`config.mk`:
```
export PLATFORM = sky130hd
export DESIGN_NAME = refill_fsm
export DESIGN_NICKNAME = d
export VERILOG_FILES = /design/src/mem_line_pkg.sv /design/src/mem_req_pkg.sv /design/src/refill_fsm.sv
export VERILOG_INCLUDE_DIRS = /design/src
export SDC_FILE = /design/constraint.sdc
export NUM_CORES = 1
export LEC_CHECK = 0
export BUFFER_PORTS_ARGS = -buffer_cell sky130_fd_sc_hd__clkbuf_2
export CAP_MARGIN = 10
export CORE_AREA = 2 2 282 284
export CTS_CLUSTER_SIZE = 20
export DETAILED_ROUTE_END_ITERATION = 8
export DIE_AREA = 0 0 284 286
export HOLD_SLACK_MARGIN = 0.02
export PLACE_DENSITY = 0.41
export SLEW_MARGIN = 20
export SYNTH_ARGS = -nofsm -noshare
export SYNTH_HDL_FRONTEND = slang
export SYNTH_SLANG_ARGS = --single-unit
export TNS_END_PERCENT = 50
```
`constraint.sdc`:
```
create_clock -name clk -period 7.95 [get_ports clk]
set_input_delay 0 -clock clk [delete_from_list [all_inputs] [get_ports clk]]
set_output_delay 0 -clock clk [all_outputs]
set_load 0.03 [all_outputs]
```
`src/mem_consts.svh`:
```
/*
 memory controller constants
 line geometry, cache depth, off-chip size and off-chip access latency
 */
`ifndef MEM_CONSTS_SVH
`define MEM_CONSTS_SVH

// bytes per cache line
`define LINE_BYTES 16

// lines per direct-mapped cache
`define CACHE_LINES 8

// backing store depth in lines
`define OFFCHIP_LINES 64

// cycles from an off-chip strobe to its ready pulse
`define OFFCHIP_LATENCY 4

`endif

```
`src/mem_line_pkg.sv`:
```
/*
 line side types
 cache line, refill state and the off-chip request bundle
 */
package mem_line_pkg;

`include "mem_consts.svh"

    typedef logic [`LINE_BYTES*8-1:0] line_t;

    typedef enum logic [1:0] {
        st_idle,
        st_writeback,
        st_read,
        st_fill
    } refill_state_e;

    // addr is always line aligned
    typedef struct packed {
        logic [31:0] addr;
        line_t       wdata;
        logic        rd;
        logic        wr;
    } offchip_req_t;

endpackage

```
`src/mem_req_pkg.sv`:
```
/*
 processor request types
 access size encoding and the instruction and data channel requests
 */
package mem_req_pkg;

    // encoding follows the core's byte_size field
    typedef enum logic [1:0] {
        size_word = 2'd0,
        size_byte = 2'd1,
        size_half = 2'd2
    } access_size_e;

    // instruction fetch, read only
    typedef struct packed {
        logic [31:0] addr;
        logic        rd;
    } inst_req_t;

    // data access, byte address plus store payload
    typedef struct packed {
        logic [31:0]  addr;
        logic [31:0]  wdata;
        access_size_e size;
        logic         rd;
        logic         wr;
    } data_req_t;

endpackage

```
`src/refill_fsm.sv`:
```
/*
 refill FSM
 ready pulses and store enable for both channels on a hit, and one
 shared miss sequencer that writes back a dirty data victim, reads the
 line from off-chip and fills the cache that missed
 */
`timescale 1ns/100ps
`include "mem_consts.svh"

module refill_fsm
    import mem_req_pkg::*;
    import mem_line_pkg::*;
(
    input  logic         clk,
    input  logic         rst,
    input  inst_req_t    inst_req,
    input  data_req_t    data_req,
    input  logic         inst_hit,
    input  logic         data_hit,
    output logic         inst_ready,
    output logic         data_ready,
    output logic         store_en,
    output logic         inst_fill_en,
    output logic         data_fill_en,
    output logic [31:0]  fill_addr,
    output line_t        fill_line,
    input  logic         victim_dirty,
    input  logic [31:0]  victim_addr,
    input  line_t        victim_line,
    output offchip_req_t off_req,
    input  logic         off_ready,
    input  line_t        rd_line
);

    localparam int OFF_BITS = $clog2(`LINE_BYTES);

    refill_state_e state;
    logic          serve_data;
    logic          data_act;
    logic          data_go;
    logic          inst_go;
    logic          data_miss;
    logic          inst_miss;
    logic [31:0]   data_base;
    logic [31:0]   inst_base;

    assign data_act = data_req.rd || data_req.wr;

    // a held request is not answered twice, and no store lands
    // while a line is being filled
    assign data_go = data_act && data_hit && !data_ready && (state != st_fill);
    assign inst_go = inst_req.rd && inst_hit && !inst_ready;

    assign data_miss = data_act && !data_hit;
    assign inst_miss = inst_req.rd && !inst_hit;

    assign store_en = data_go && data_req.wr;

    assign data_base = {data_req.addr[31:OFF_BITS], {OFF_BITS{1'b0}}};
    assign inst_base = {inst_req.addr[31:OFF_BITS], {OFF_BITS{1'b0}}};

    assign inst_fill_en = (state == st_fill) && !serve_data;
    assign data_fill_en = (state == st_fill) && serve_data;

    always_ff @(posedge clk) begin
        if (!rst) begin
            state      <= st_idle;
            serve_data <= 1'b0;
            inst_ready <= 1'b0;
            data_ready <= 1'b0;
            off_req.rd <= 1'b0;
            off_req.wr <= 1'b0;
        end else begin
            inst_ready <= inst_go;
            data_ready <= data_go;
            // off-chip strobes last one cycle
            off_req.rd <= 1'b0;
            off_req.wr <= 1'b0;
            case (state)
                st_idle: begin
                    // data misses go first
                    if (data_miss) begin
                        serve_data <= 1'b1;
                        fill_addr  <= data_base;
                        if (victim_dirty) begin
                            state         <= st_writeback;
                            off_req.wr    <= 1'b1;
                            off_req.addr  <= victim_addr;
                            off_req.wdata <= victim_line;
                        end else begin
                            state        <= st_read;
                            off_req.rd   <= 1'b1;
                            off_req.addr <= data_base;
                        end
                    end else if (inst_miss) begin
                        serve_data   <= 1'b0;
                        fill_addr    <= inst_base;
                        state        <= st_read;
                        off_req.rd   <= 1'b1;
                        off_req.addr <= inst_base;
                    end
                end
                st_writeback: begin
                    if (off_ready) begin
                        state        <= st_read;
                        off_req.rd   <= 1'b1;
                        off_req.addr <= fill_addr;
                    end
                end
                st_read: begin
                    if (off_ready) begin
                        fill_line <= rd_line;
                        state     <= st_fill;
                    end
                end
                st_fill: begin
                    state <= st_idle;
                end
                default: begin
                    state <= st_idle;
                end
            endcase
        end
    end

    assert property (@(posedge clk) disable iff (!rst) !(off_req.rd && off_req.wr));

    // the line that answered is still held while ready is high
    assert property (@(posedge clk) disable iff (!rst)
        data_ready |-> data_hit);
    assert property (@(posedge clk) disable iff (!rst)
        inst_ready |-> inst_hit);

endmodule

```
# Yosys cells after proc, flatten, opt, wreduce, memory -nomap -nowiden
# Index checks and enable logic that the tools add are counted.
# word_totals
input_bits	395
register_bits	323
out_inout_bits	327
word_cells	63
# classes
n_reduce_logical	26
n_mux	20
n_eq_ne	7
# op_table
cell	count
two-way mux 32 bit	5
case mux 32 bit (2 select lines)	1
AND reduction 3 bit	4
logical AND 1 bit	10
two-way mux 2 bit	5
case mux 2 bit (4 select lines)	1
AND reduction 4 bit	2
two-way mux 1 bit	7
inequality test 2 bit, second input constant	3
zero test 1 bit	5
== test 2 bit, second input constant	2
nonzero test 2 bit	2
inequality test 3 bit, second input constant	1
== test 2 x 1 -> 1 bit, second input constant	1
zero test 2 bit	1
case mux 1 bit (2 select lines)	1
AND reduction 2 bit	1
logical OR 1 bit	1

# Longest topological paths before layout
# logic_depth
depth_word	5
depth_mapped	7
depth_no_buf	5

# Worst setup path after synthesis
# Ideal clock, no wire load.
# synth_path
path_type	register to register
startpoint	register state[0]
endpoint	register off_req[100] in the netlist's numbering, enable pin
setup_time_ps	617
t_arrival_ps	6231
synth_period_minus_slack_ps	6848
setup_slack_ps	1102
stages_incl_launch_ff	6
required_ps	7333
n_path_buf	1
cell_sequence	dfxtp_1 -> inv_1 -> ha_1 -> clkbuf_1 -> nand3_1 -> nor2_1
# synth_between
elab_chain_len	2
# synth_rtl
item	line_no	rtl
start, declared	refill_fsm.sv:37	refill_state_e state;
start signal, assigned	refill_fsm.sv:67	state <= st_idle;
start signal, assigned	refill_fsm.sv:86	state <= st_writeback;
start signal, assigned	refill_fsm.sv:91	state <= st_read;
zero test 2 bit	refill_fsm.sv:79	case (state)
AND reduction 4 bit (no source line)	--	
end, declared	refill_fsm.sv:30	output offchip_req_t off_req,
# No other way between the ends.
# A chain may end at the register's enable or synchronous reset.

# Final worst setup path
# layout_path
startpoint	register state[1]
endpoint	register off_req[151] in the netlist's numbering (data pin)
# layout_between
elab_chain_len	2
word_cells_on_any_way	3
cone_classes	eq/ne (1); mux (1); reduce/logical (1)
# layout_rtl
item	line_no
== test 2 x 1 -> 1 bit / zero test 2 bit (equally long branches)	refill_fsm.sv:79
case mux 32 bit (2 select lines) *	refill_fsm.sv:79
# Every way passes the cells marked *; elsewhere a longest branch is shown, timed or not.

==> results.toml <==
[power_and_ir_drop]
power_density_nw_per_um2 = 241
vdd_drop_max_mv = 0.132
leakagePower_nw = 8.61
p_switching_mw = 1.48
pwr-share-seq_pct = 42.4
swShare_pct = 29.3
comb_power_share_pct = 21.9
clockPowerShare_pct = 35.7
p_total_mw = 5.05
p_int_mw = 3.57

[synth]
synth_cells = 593
synth-seq-area-share_pct = 85.9
synth_top_family_by_area = "compound AO/OA/AOI/OAI gates"
synthMuxAreaShare_pct = 0.279
synth_area_leaders = "edfxtp_1 (85%), nand2_1 (2.8%), o31ai_1 (1.8%), a221o_1 (1.5%), dfxtp_1 (1.3%)"
syn_avg_cell_area_sq_um = 18.9
yosysTopAreaCell = "edfxtp_1"
synth_async_sr_flop_share_pct = 0
ys_ff_latch = 323
synth_fa_ha_area_share_pct = 0.558
synth-xor-area-share_pct = 0
synth-main-ff-cell = "edfxtp_1"
synth_compound_area_share_pct = 5.95
synth_cell_type_count = 36
ys_top_cells_by_count = "edfxtp_1 (316), nand2_1 (83), o31ai_1 (27)"
post-synth-top-count-cell = "edfxtp_1"
synth_simple_gate_area_share_pct = 4.89
syn_area_sq_um = 11200
yosysWarnings = 0
synth_top_area_share_pct = 84.7
synth_enable_flop_cells = 316

[detailed_routing]
vias = 9480
vias_per_cell = 3.45
routed_wl_microns = 45800
wl_per_cell_microns = 16.7
route.detailed.drc = 0
firstDrtPassIters = 5
postRouteAntennaNets = 0
drtIter0Drc = 497

[sta]
setup_ws_ns = 5.03
finalCritPeriodShare_pct = 36.8
clock.fmax_mhz = 342
setup-violations-final = 0
hold_viol_final = 0
hold-worst-slack_ns = 0.110
drv_slew = 0
slew_headroom_pct = 32.7
skew_ns = 0.0295
final.min_clock_period_ns = 2.92
tightest_slew_ns = 1.01
setup_tns_ns = 0
rsz0062_at_grt = "false"

[clock_network]
clkSinkCount = 323
cts_root_buf = "clkbuf_16"
clockBufferDepth = 3
insertion_delay_ns = 0.56
htreeDepth = 2
ctsResizeCount = 0
cts_tree = "yes"
cts_buffers = 39
clk_pin_slew_worst_paths_ns = 0.06

[place]
dpl.hpwl_microns = 33700
dp_slack_ns = 4.92
io_buffers = 675
placed_area_sq_um = 15800
gp_congestion = 0.837

[grt]
grt.busiest_layer = "met2"
grtUsageMet2_pct = 18.1
first_global_vias = 9989
use_met1_pct = 12.8
overflow = 0
grt_max_degree = 129
grt_pass1_wl_microns = 64700
grt_usage_pct = 10.7
use_met3_pct = 3.33
antenna_found_initial = 3

[setup_path]
startpoint = "state[1]$_SDFFE_PN0P_"
crit_required_ns = 8.35
path_class = "reg2reg"
reg2reg_slack_ns = 5.03
crit_arrival_ns = 3.33
crit_path_end_kind = "flip-flop"
worst_setup_path_start_kind = "flip-flop"
r2r_start = "state[1]$_SDFFE_PN0P_"
crit_fanout = 60

[floorplan]
start_util_pct = 14.3
die_area_sq_um = 81200
fp-row-count = 103
fp.dieH_microns = 286
pin_count = 722
die_width_microns = 284
core_area_sq_um = 78400

[finish]
area_delta_synth_final_pct = 86.8
fin_nets = 2070
drive_gt1_share_pct = 43.9
n_antenna_cell = 0
design_area_sq_um = 20900

[job]
cap_viol_max_count = 0

[hold_path]
hold_path.class = "in2reg"
hp-start = "data_req[1]"

[status]
status = "finished, final reports clean"
==> cell usage in the layout (no fill, tap or decap), types with 2 or more instances in the layout <==
cell and count:
clkbuf_2 675, dlygate4sd3_1 380, edfxtp_1 316, nand2_1 83, clkbuf_16 39, o31ai_1 27
inv_1 22, o21ai_0 20, a221o_1 17, nor2b_1 13, nor2_1 12, a211oi_1 12
clkinv_1 12, dfxtp_1 7, clkbuf_1 6, buf_4 6, and2_1 5, bufinv_16 5
ha_1 4, conb_1 4, mux2i_1 2, nand3_1 2, clkinvlp_4 2, inv_6 2
clkinv_2 2
==> per-stage QoR <==
stage | utilization, % | instances
after floorplan | - | 596
after CTS | 26.7 | 2749
after global placement | 20.2 | 2299
after detailed placement | 20.2 | 2299
after global routing | 26.7 | 2749
final | 26.7 | 2749
==> state kept, by name, indices dropped and copies added (netlist names) <==
name,flops
off_req,162
data_ready,1
state,2
inst_ready,1
fill_addr,28
fill_line,128
serve_data,1
==> per-layer routing <==
| metal | vias up | wire, microns |
|---|---|---|
| met2 | 389 | 22300 |
| met1 | 4596 | 18700 |
| li1 | 4427 | - |
| met5 | - | 13 |
| met3 | 66 | 3390 |
| met4 | 2 | 1390 |
==> repair_timing <==
| item | CTS | global route |
|---|---|---|
| buffers inserted | 0 | 0 |
| hold buffers | 380 | 0 |
| endpoints found under the hold margin | 328 | 0 |
==> cell families (layout without fill, tap and decap cells) <==
| logic type | count (synthesis) | after routing |
|---|---|---|
| and+or+nand+nor | 123 | 123 |
| muxes | 3 | 3 |
| other | 1 | 4 |
| adders and majority gates | 5 | 5 |
| buffers and inverters | 51 | 1154 |
| DFF | 323 | 323 |
| AOI/OAI and AO/OA | 87 | 87 |
==> power groups by stage <==
stage	clock (mW)	sequential, mW	combinational (mW)
2_1_floorplan	0	2.46	0.248
3_3_place_gp	0	2.18	0.898
3_5_place_dp	0	2.18	0.907
4_1_cts	1.88	2.15	1.13
5_1_grt	1.94	2.16	1.19
6_report	1.80	2.14	1.11
==> worst paths after layout <==
| path | to | cells past startpoint |
|---|---|---|
| max reg2reg | off_req[151]$_DFFE_PP_ | 6 |
| max | off_req[151]$_DFFE_PP_ | 6 |
| min reg2reg | state[1]$_SDFFE_PN0P_ | 2 |
| min | state[1]$_SDFFE_PN0P_ | 4 |
==> area by class of cell <==
class,instances,area [sq um]
sequential,323,9630
clock buffer,45,998
clock inverter,25,284
multi-input combinational,222,1380
tap,1050,1310
timing repair buffer,1062,7250
inverter,22,82.6
fill,8187,57400
==> worst max-delay path: stages, from the launching register on <==
cell and delay [ns]:
dfxtp_1 0.37, inv_1 0.10, ha_2 0.19, buf_4 0.33, nor3b_4 0.90, a221o_1 0.28, dlygate4sd3_1 0.55
No activity file was read; power rests on OpenSTA's default activity.
