`src/mem_consts.svh`:
```
/*
 memory controller constants
 line geometry, cache depth, off-chip size and off-chip access latency
 */
`ifndef MEM_CONSTS_SVH
`define MEM_CONSTS_SVH

// bytes per cache line
`define LINE_BYTES 16

// lines per direct-mapped cache
`define CACHE_LINES 8

// backing store depth in lines
`define OFFCHIP_LINES 64

// cycles from an off-chip strobe to its ready pulse
`define OFFCHIP_LATENCY 4

`endif

```
`src/mem_line_pkg.sv`:
```
/*
 line side types
 cache line, refill state and the off-chip request bundle
 */
package mem_line_pkg;

`include "mem_consts.svh"

    typedef logic [`LINE_BYTES*8-1:0] line_t;

    typedef enum logic [1:0] {
        st_idle,
        st_writeback,
        st_read,
        st_fill
    } refill_state_e;

    // addr is always line aligned
    typedef struct packed {
        logic [31:0] addr;
        line_t       wdata;
        logic        rd;
        logic        wr;
    } offchip_req_t;

endpackage

```
`src/mem_req_pkg.sv`:
```
/*
 processor request types
 access size encoding and the instruction and data channel requests
 */
package mem_req_pkg;

    // encoding follows the core's byte_size field
    typedef enum logic [1:0] {
        size_word = 2'd0,
        size_byte = 2'd1,
        size_half = 2'd2
    } access_size_e;

    // instruction fetch, read only
    typedef struct packed {
        logic [31:0] addr;
        logic        rd;
    } inst_req_t;

    // data access, byte address plus store payload
    typedef struct packed {
        logic [31:0]  addr;
        logic [31:0]  wdata;
        access_size_e size;
        logic         rd;
        logic         wr;
    } data_req_t;

endpackage

```
`src/line_cache.sv`:
```
/*
 direct-mapped line cache
 tag compare and word read for the lookup address, byte-merged stores on
 a hit, whole line fill from the refill FSM and a victim view of the
 line that a miss would replace
 */
`timescale 1ns/100ps
`include "mem_consts.svh"

module line_cache
    import mem_req_pkg::*;
    import mem_line_pkg::*;
#(
    parameter bit TRACK_DIRTY = 1'b1
) (
    input  logic        clk,
    input  logic        rst,
    input  logic [31:0] lookup_addr,
    output logic        hit,
    output logic [31:0] rdata,
    input  data_req_t   store,
    input  logic        store_en,
    input  logic        fill_en,
    input  logic [31:0] fill_addr,
    input  line_t       fill_line,
    output logic        victim_dirty,
    output logic [31:0] victim_addr,
    output line_t       victim_line
);

    localparam int OFF_BITS = $clog2(`LINE_BYTES);
    localparam int IDX_BITS = $clog2(`CACHE_LINES);
    localparam int TAG_BITS = 32 - OFF_BITS - IDX_BITS;

    line_t                lines [`CACHE_LINES];
    logic [TAG_BITS-1:0]  tags  [`CACHE_LINES];
    logic [`CACHE_LINES-1:0] valid;
    logic [`CACHE_LINES-1:0] dirty;

    logic [IDX_BITS-1:0]   lk_idx;
    logic [TAG_BITS-1:0]   lk_tag;
    logic [OFF_BITS-3:0]   lk_word;
    logic [31:0]           lk_data;
    access_size_e          rd_size;

    logic [IDX_BITS-1:0]   st_idx;
    logic [TAG_BITS-1:0]   st_tag;
    logic [OFF_BITS-3:0]   st_word;
    logic                  st_hit;
    logic [3:0]            st_be;
    logic [31:0]           st_data;

    logic [IDX_BITS-1:0]   f_idx;
    logic [TAG_BITS-1:0]   f_tag;

    assign lk_idx  = lookup_addr[OFF_BITS+IDX_BITS-1:OFF_BITS];
    assign lk_tag  = lookup_addr[31:OFF_BITS+IDX_BITS];
    assign lk_word = lookup_addr[OFF_BITS-1:2];
    assign hit     = valid[lk_idx] && (tags[lk_idx] == lk_tag);

    // the store may address a different line than the lookup
    assign st_idx  = store.addr[OFF_BITS+IDX_BITS-1:OFF_BITS];
    assign st_tag  = store.addr[31:OFF_BITS+IDX_BITS];
    assign st_word = store.addr[OFF_BITS-1:2];
    assign st_hit  = valid[st_idx] && (tags[st_idx] == st_tag);

    assign f_idx = fill_addr[OFF_BITS+IDX_BITS-1:OFF_BITS];
    assign f_tag = fill_addr[31:OFF_BITS+IDX_BITS];

    // instruction fetches are always whole words
    always_comb begin
        if (TRACK_DIRTY) begin
            rd_size = store.size;
        end else begin
            rd_size = size_word;
        end
    end

    // word select, then lanes zero-extended
    always_comb begin
        lk_data = lines[lk_idx][lk_word*32 +: 32];
        case (rd_size)
            size_byte: rdata = {24'd0, lk_data[lookup_addr[1:0]*8 +: 8]};
            size_half: rdata = {16'd0, lk_data[lookup_addr[1]*16 +: 16]};
            default:   rdata = lk_data;
        endcase
    end

    // byte enables and replicated store data
    always_comb begin
        case (store.size)
            size_byte: begin
                st_be   = 4'b0001 << store.addr[1:0];
                st_data = {4{store.wdata[7:0]}};
            end
            size_half: begin
                st_be   = 4'b0011 << {store.addr[1], 1'b0};
                st_data = {2{store.wdata[15:0]}};
            end
            default: begin
                st_be   = 4'b1111;
                st_data = store.wdata;
            end
        endcase
    end

    always_ff @(posedge clk) begin
        if (fill_en) begin
            lines[f_idx] <= fill_line;
            tags[f_idx]  <= f_tag;
        end else if (store_en && st_hit) begin
            for (int b = 0; b < 4; b++) begin
                if (st_be[b]) begin
                    lines[st_idx][st_word*32 + b*8 +: 8] <= st_data[b*8 +: 8];
                end
            end
        end
    end

    always_ff @(posedge clk) begin
        if (!rst) begin
            valid <= '0;
            dirty <= '0;
        end else if (fill_en) begin
            valid[f_idx] <= 1'b1;
            dirty[f_idx] <= 1'b0;
        end else if (TRACK_DIRTY && store_en && st_hit) begin
            dirty[st_idx] <= 1'b1;
        end
    end

    // line currently sitting at the lookup index
    assign victim_dirty = valid[lk_idx] && dirty[lk_idx];
    assign victim_addr  = {tags[lk_idx], lk_idx, {OFF_BITS{1'b0}}};
    assign victim_line  = lines[lk_idx];

    // the FSM holds stores off while it fills
    assert property (@(posedge clk) disable iff (!rst) !(fill_en && store_en));

endmodule

```
`config.mk`:
```
export PLATFORM = sky130hd
export DESIGN_NAME = line_cache
export DESIGN_NICKNAME = d
export VERILOG_FILES = /design/src/mem_line_pkg.sv /design/src/mem_req_pkg.sv /design/src/line_cache.sv
export VERILOG_INCLUDE_DIRS = /design/src
export SDC_FILE = /design/constraint.sdc
export NUM_CORES = 1
export LEC_CHECK = 0
export BUFFER_PORTS_ARGS = -buffer_cell sky130_fd_sc_hd__buf_2
export CORE_UTILIZATION = 64
export DETAILED_ROUTE_END_ITERATION = 16
export HOLD_SLACK_MARGIN = 0.05
export PLACE_DENSITY = 0.83
export REMOVE_ABC_BUFFERS = 1
export SYNTH_ARGS = -nofsm -noshare
export SYNTH_HDL_FRONTEND = slang
export SYNTH_SLANG_ARGS = --single-unit
```
`constraint.sdc`:
```
create_clock -name clk -period 17.6 [get_ports clk]
set_input_delay 4.4 -clock clk [delete_from_list [all_inputs] [get_ports clk]]
set_output_delay 4.4 -clock clk [all_outputs]
set_load 0.005 [all_outputs]
```
After elaboration in Yosys (flattened, before gate mapping)
Memory sizes are Yosys's and may differ from the RTL's.
Cells that the tools add are included.
{"block": "word_totals", "mem_bits_rw": 1224, "word_cells": 849, "input_bits": 264, "mem_count": 2, "register_bits": 16}
{"block": "op_classes", "n_eq_ne": 4, "add_sub_neg": 7, "n_mux": 420, "bitwise": 388, "shifts": 13, "magnitude_cmp": 5, "reduce_logical": 8}
{"name": "lines", "depth": 8, "word_bits": 128, "rd": 1, "rd_ports_with_merged_regs": 0, "write_ports": 1, "line": "line_cache.sv:35", "source": "line_t lines [`CACHE_LINES];"}
{"name": "tags", "depth": 8, "word_bits": 25, "rd": 2, "rd_ports_with_merged_regs": 0, "write_ports": 1, "line": "line_cache.sv:36", "source": "logic [TAG_BITS-1:0] tags [`CACHE_LINES];"}
{"cell": "$mux 128", "n": 6}
{"cell": "$shift 8x34->128 const A", "n": 4}
{"cell": "$shiftx 8x34->128", "n": 4}
{"cell": "$mux 1", "n": 403}
{"cell": "$or 1x1->1", "n": 384}
{"cell": "$pmux 32 s2", "n": 2}
{"cell": "$reduce_or 128->1", "n": 1}
{"cell": "$shiftx 128x8->32", "n": 1}
{"cell": "$neg 8->34", "n": 3}
{"cell": "$eq 25x25->1", "n": 2}
{"cell": "$neg 7->34", "n": 1}
{"cell": "$shiftx 32x6->16", "n": 1}
{"cell": "$shiftx 32x6->8", "n": 1}
{"cell": "$add 7x5->8 const B", "n": 2}
{"cell": "$mux 8", "n": 2}
{"cell": "$or 8x8->8", "n": 2}
{"cell": "$lt 3x4->1 const B", "n": 3}
{"cell": "$bmux 1 s3", "n": 3}
{"cell": "$add 7x4->8 const B", "n": 1}
{"cell": "$and 8x8->8", "n": 1}
{"cell": "$not 8->8", "n": 1}
{"cell": "$pmux 4 s2", "n": 1}
{"cell": "$demux 1 s3", "n": 2}
{"cell": "$ge 3x1->1 const B", "n": 2}
{"cell": "other kinds (7)", "n": 12}

Logic depth before layout (Yosys ltp)
{"block": "logic_depth", "depth_word": 12, "mapped_depth": 16}

Least setup slack after synthesis
OpenSTA, ideal clock, no wires.
{"block": "synth_timing", "path_type": "input to output", "startpoint": "in lookup_addr[4]", "endpoint": "out hit", "arrival_ps": 7407, "stages": 10, "required_ps": 13200, "setup_slack_ps": 5793, "path_buffers": 4, "cell_sequence": "clkbuf_1 -> buf_2 -> buf_1 -> buf_1 -> mux4_2 -> mux2_2 -> xor2_1 -> nor4_1 -> nand3_1 -> nor4_1"}
{"block": "synth_between", "elab_chain_cells": 3, "elab_cells_between_ends": 5}
{"element": "start, declared", "line": "line_cache.sv:18", "source": "input logic [31:0] lookup_addr,"}
{"element": "$mem_v2 8x25"}
{"element": "named net victim_addr[7]", "line": "line_cache.sv:27", "source": "output logic [31:0] victim_addr,"}
{"element": "$eq 25x25->1", "line": "line_cache.sv:59", "source": "assign hit = valid[lk_idx] && (tags[lk_idx] == lk_tag);"}
{"element": "$logic_and 1x1->1", "line": "line_cache.sv:59"}
{"element": "end, declared", "line": "line_cache.sv:19", "source": "output logic hit,"}
The timed path passes the listed nets, and every way through them passes these cells. The select of a mux whose other input is x is not followed.

Worst setup path after layout
{"block": "layout_timing", "startpoint": "in lookup_addr[4]", "endpoint": "out rdata[7]"}
{"block": "layout_between", "elab_chain_cells": 4, "elab_cells_between_ends": 5}
{"element": "$mem_v2 8x128 *"}
{"element": "$shiftx 128x8->32 *", "line": "line_cache.sv:81", "source": "lk_data = lines[lk_idx][lk_word*32 +: 32];"}
{"element": "$shiftx 32x6->16 or $shiftx 32x6->8 (tied branches)", "line": "line_cache.sv:84, line_cache.sv:83"}
{"element": "$pmux 32 s2 *", "line": "line_cache.sv:82", "source": "case (rd_size)"}
{"element": "end, declared", "line": "line_cache.sv:20", "source": "output logic [31:0] rdata,"}
Mark *: on every way between the ends. The rest lies on a longest branch, timed or not.

==> reports/metrics.cfg <==
[sta]
report.final.slew_viol_count = 0
relSlewSlack = 0.0195
finalCriticalPeriod_ns = 13.05
fin_skew_ns = 0.0417
rsz0062_at_grt = no
setup_viol_count_final = 0
fmax_ghz = 0.0766
period_share = 0.741
final_hold_viol_count = 0
fin_setup_tns_ns = 0
tightest_slew_ns = 1.44

[clock_tree]
clock-root-buffer = clkbuf_16
cts_tree = built
h-tree-depth = 3
hold_buffers = 0
clk_pin_slew_worst_paths_ns = 0.06
post_cts_buffers = 0
cts.sinks = 1240
post_cts_resized = 0
clock_latency_ns = 0.70
cts_buffer_depth = 3
cts_buffers = 117

[grt]
grt-busiest-layer = met2
grt_pass1_wl_um = 225000
grt_pass1_vias = 33055
grt_max_degree = 106
met1_usage = 0.473
use_met3 = 0.107
antenna_found_initial = 18
grtUsageTotal = 0.374
grt_use_met2 = 0.578
grt-ovfl-total = 0

[synth]
synth_top_area_share = 0.687
synthMostInstantiatedCell = edfxtp_1
yosysTopAreaCell = edfxtp_1
synth-simple-area-share = 0.0478
seq_area_frac_synth = 0.693
synth_adder_area_share = 0.00164
synth_compound_area_frac = 0.0399
yosysWarnings = 0
synthArstFlopShare = 0
synth_cell_types = 65
ys_top_cells_by_area = edfxtp_1, mux4_2, mux2_2
synth_edf_count = 1224
syn_area_per_cell_um2 = 17.8
synthMuxAreaShare = 0.195
synth_top_family_by_area = multiplexers
ys_top_cells_by_count = edfxtp_1, mux4_2, nand2_1, nor2_1, mux2_2
synthXorXnorAreaFrac = 0.00524
syn_area_mm2 = 0.0535
synth-main-ff-cell = edfxtp_1
synthCells = 3008
ys_ff_latch = 1240

[placed_design]
globalplace.congestion = 0.956
dpl.hpwl_um = 102000
port-buffer-count = 447
dpl_cell_area_mm2 = 0.0568

[layout]
final_cell_area_mm2 = 0.0607
multi_input_area_mm2 = 0.0156
drive_above_1_share = 0.341
fin_nets = 3700
seq_area_mm2 = 0.0371
area_growth_syn_to_layout_pct = 13.3
fillerInstances = 4575

[worst_setup_path]
cp.required_ns = 13.20
worst_ep_arrival_time_ns = 8.65
end_kind = output port
ff2ff_setup_slack_ns = 11.95
rr_endpoint = lines[4][61]
cp_max_fo = 42
crit_type = input port to output port
worst-r2r-cell-count = 10
reg2reg_from = tags[7][16]
start_kind = input port

[drt]
routedWlPerCell_um = 34.4
drc_errors = 0
drtIter0Drc = 4960
routed-via-count = 33107
wirelength_um = 159000
drt_pass1_iterations = 6
drt-vias-per-instance = 7.18
postRouteAntennaNets = 0

[die]
start_util = 0.650
pin_count = 458
core_area_mm2 = 0.0824
dieWidth_um = 291
fp.dieArea_mm2 = 0.0848
rows = 105
die_h_um = 291

[hold_path]
min_to = valid[7]
hold_path_class = flip-flop to flip-flop
hp-start = valid[7]
min_path_cells = 1

[status]
outcome = complete, but fails checks
violations = capacitance limit

[run]
maxCapViolCount = 1

[power_and_ir_drop]
vdd_drop_max_mv = 0.0830
p_leak_nw = 20.7
powerDensity_mw_per_mm2 = 109

-- state kept, by name, summed over array words and instances (netlist names) --
register,cells
dirty,8
tags,200
lines,1024
valid,8
-- through the flow --
stage,std cells,utilization,hold slack (ns),power [mW],setup WS (ns)
6_report,4613,0.736,0.491,6.61,4.55
5_1_grt,4610,0.736,0.513,6.73,4.44
2_1_floorplan,2822,-,0.452,3.74,6.16
3_5_place_dp,4379,0.689,0.472,4.08,4.90
3_3_place_gp,4379,0.689,0.465,4.05,4.96
4_1_cts,4596,0.736,0.486,6.58,4.88
-- cell usage in the layout (no fill, tap or decap), types with 14 or more instances in the layout --
cell       Yosys  final
clkinv_2       0     28
buf_4         15     39
diode_2        0     16
clkinv_1       1     19
a22oi_1       17     17
edfxtp_1    1224   1224
dfxtp_1       16     16
xor2_1        22     22
mux2i_1      102     96
o31ai_1       49     49
buf_2         29    443
clkbuf_16      0    120
inv_1         30     30
nor2_1       202    196
nand2_1      229    229
clkbuf_1     105     24
nand3_1       22     21
a31oi_1       17     17
o21ai_0       91     90
o22ai_1       35     35
mux4_2       331    331
bufinv_16      0     14
mux2_2       175    175
a21oi_1       26     26
-- cells by family after synthesis --
kind of cell             after synthesis
AND/OR/NAND/NOR                      576
XOR/XNOR                              32
other                                  1
buffers and inverters                221
adder cells (fa/ha/maj)                7
flip-flops                          1240
multiplexers                         608
AO/OA/AOI/OAI                        323
-- layer usage --
metal  routed length, um  up-vias
li1                    -    13032
met1               51800    16587
met2               73900     2879
met3               21200      603
met4               11800        6
met5                  33        -
-- where the power goes --
group | internal (mW) | total, mW | leakage (nW) | switching, mW
Combinational | 0.252 | 0.674 | 7.55 | 0.423
Clock | 1.45 | 2.56 | 1.87 | 1.11
Sequential | 3.35 | 3.38 | 11.2 | 0.0302
Total | 5.05 | 6.61 | 20.7 | 1.56
-- worst max-delay path by stage --
stage	from	end	slack, ns
CTS	lookup_addr[4]	hit	4.88
detailed placement	lookup_addr[4]	hit	4.90
global placement	lookup_addr[4]	hit	4.96
global route	lookup_addr[4]	rdata[5]	4.44
floorplan	store[2]	lines[0][0]	6.16
finish	lookup_addr[4]	rdata[7]	4.55
-- critical path, cell delays in order --
cell and delay [ns]:
buf_8 0.38, buf_4 0.75, mux4_2 0.59, mux2_2 0.30, nor2_1 0.13, nor3_1 0.09
a21oi_1 1.13, mux2i_1 0.31, a31o_2 0.34, buf_2 0.13
-- area by class of cell --
cell class	count	area share
sequential	1240	0.611
multi-input combinational	1550	0.258
clock buffer	144	0.0510
timing repair buffer	488	0.0429
tap	1070	0.0221
clock inverter	73	0.0124
inverter	32	0.00198
antenna	16	0.000660
No activity file was read; power rests on OpenSTA's default activity.
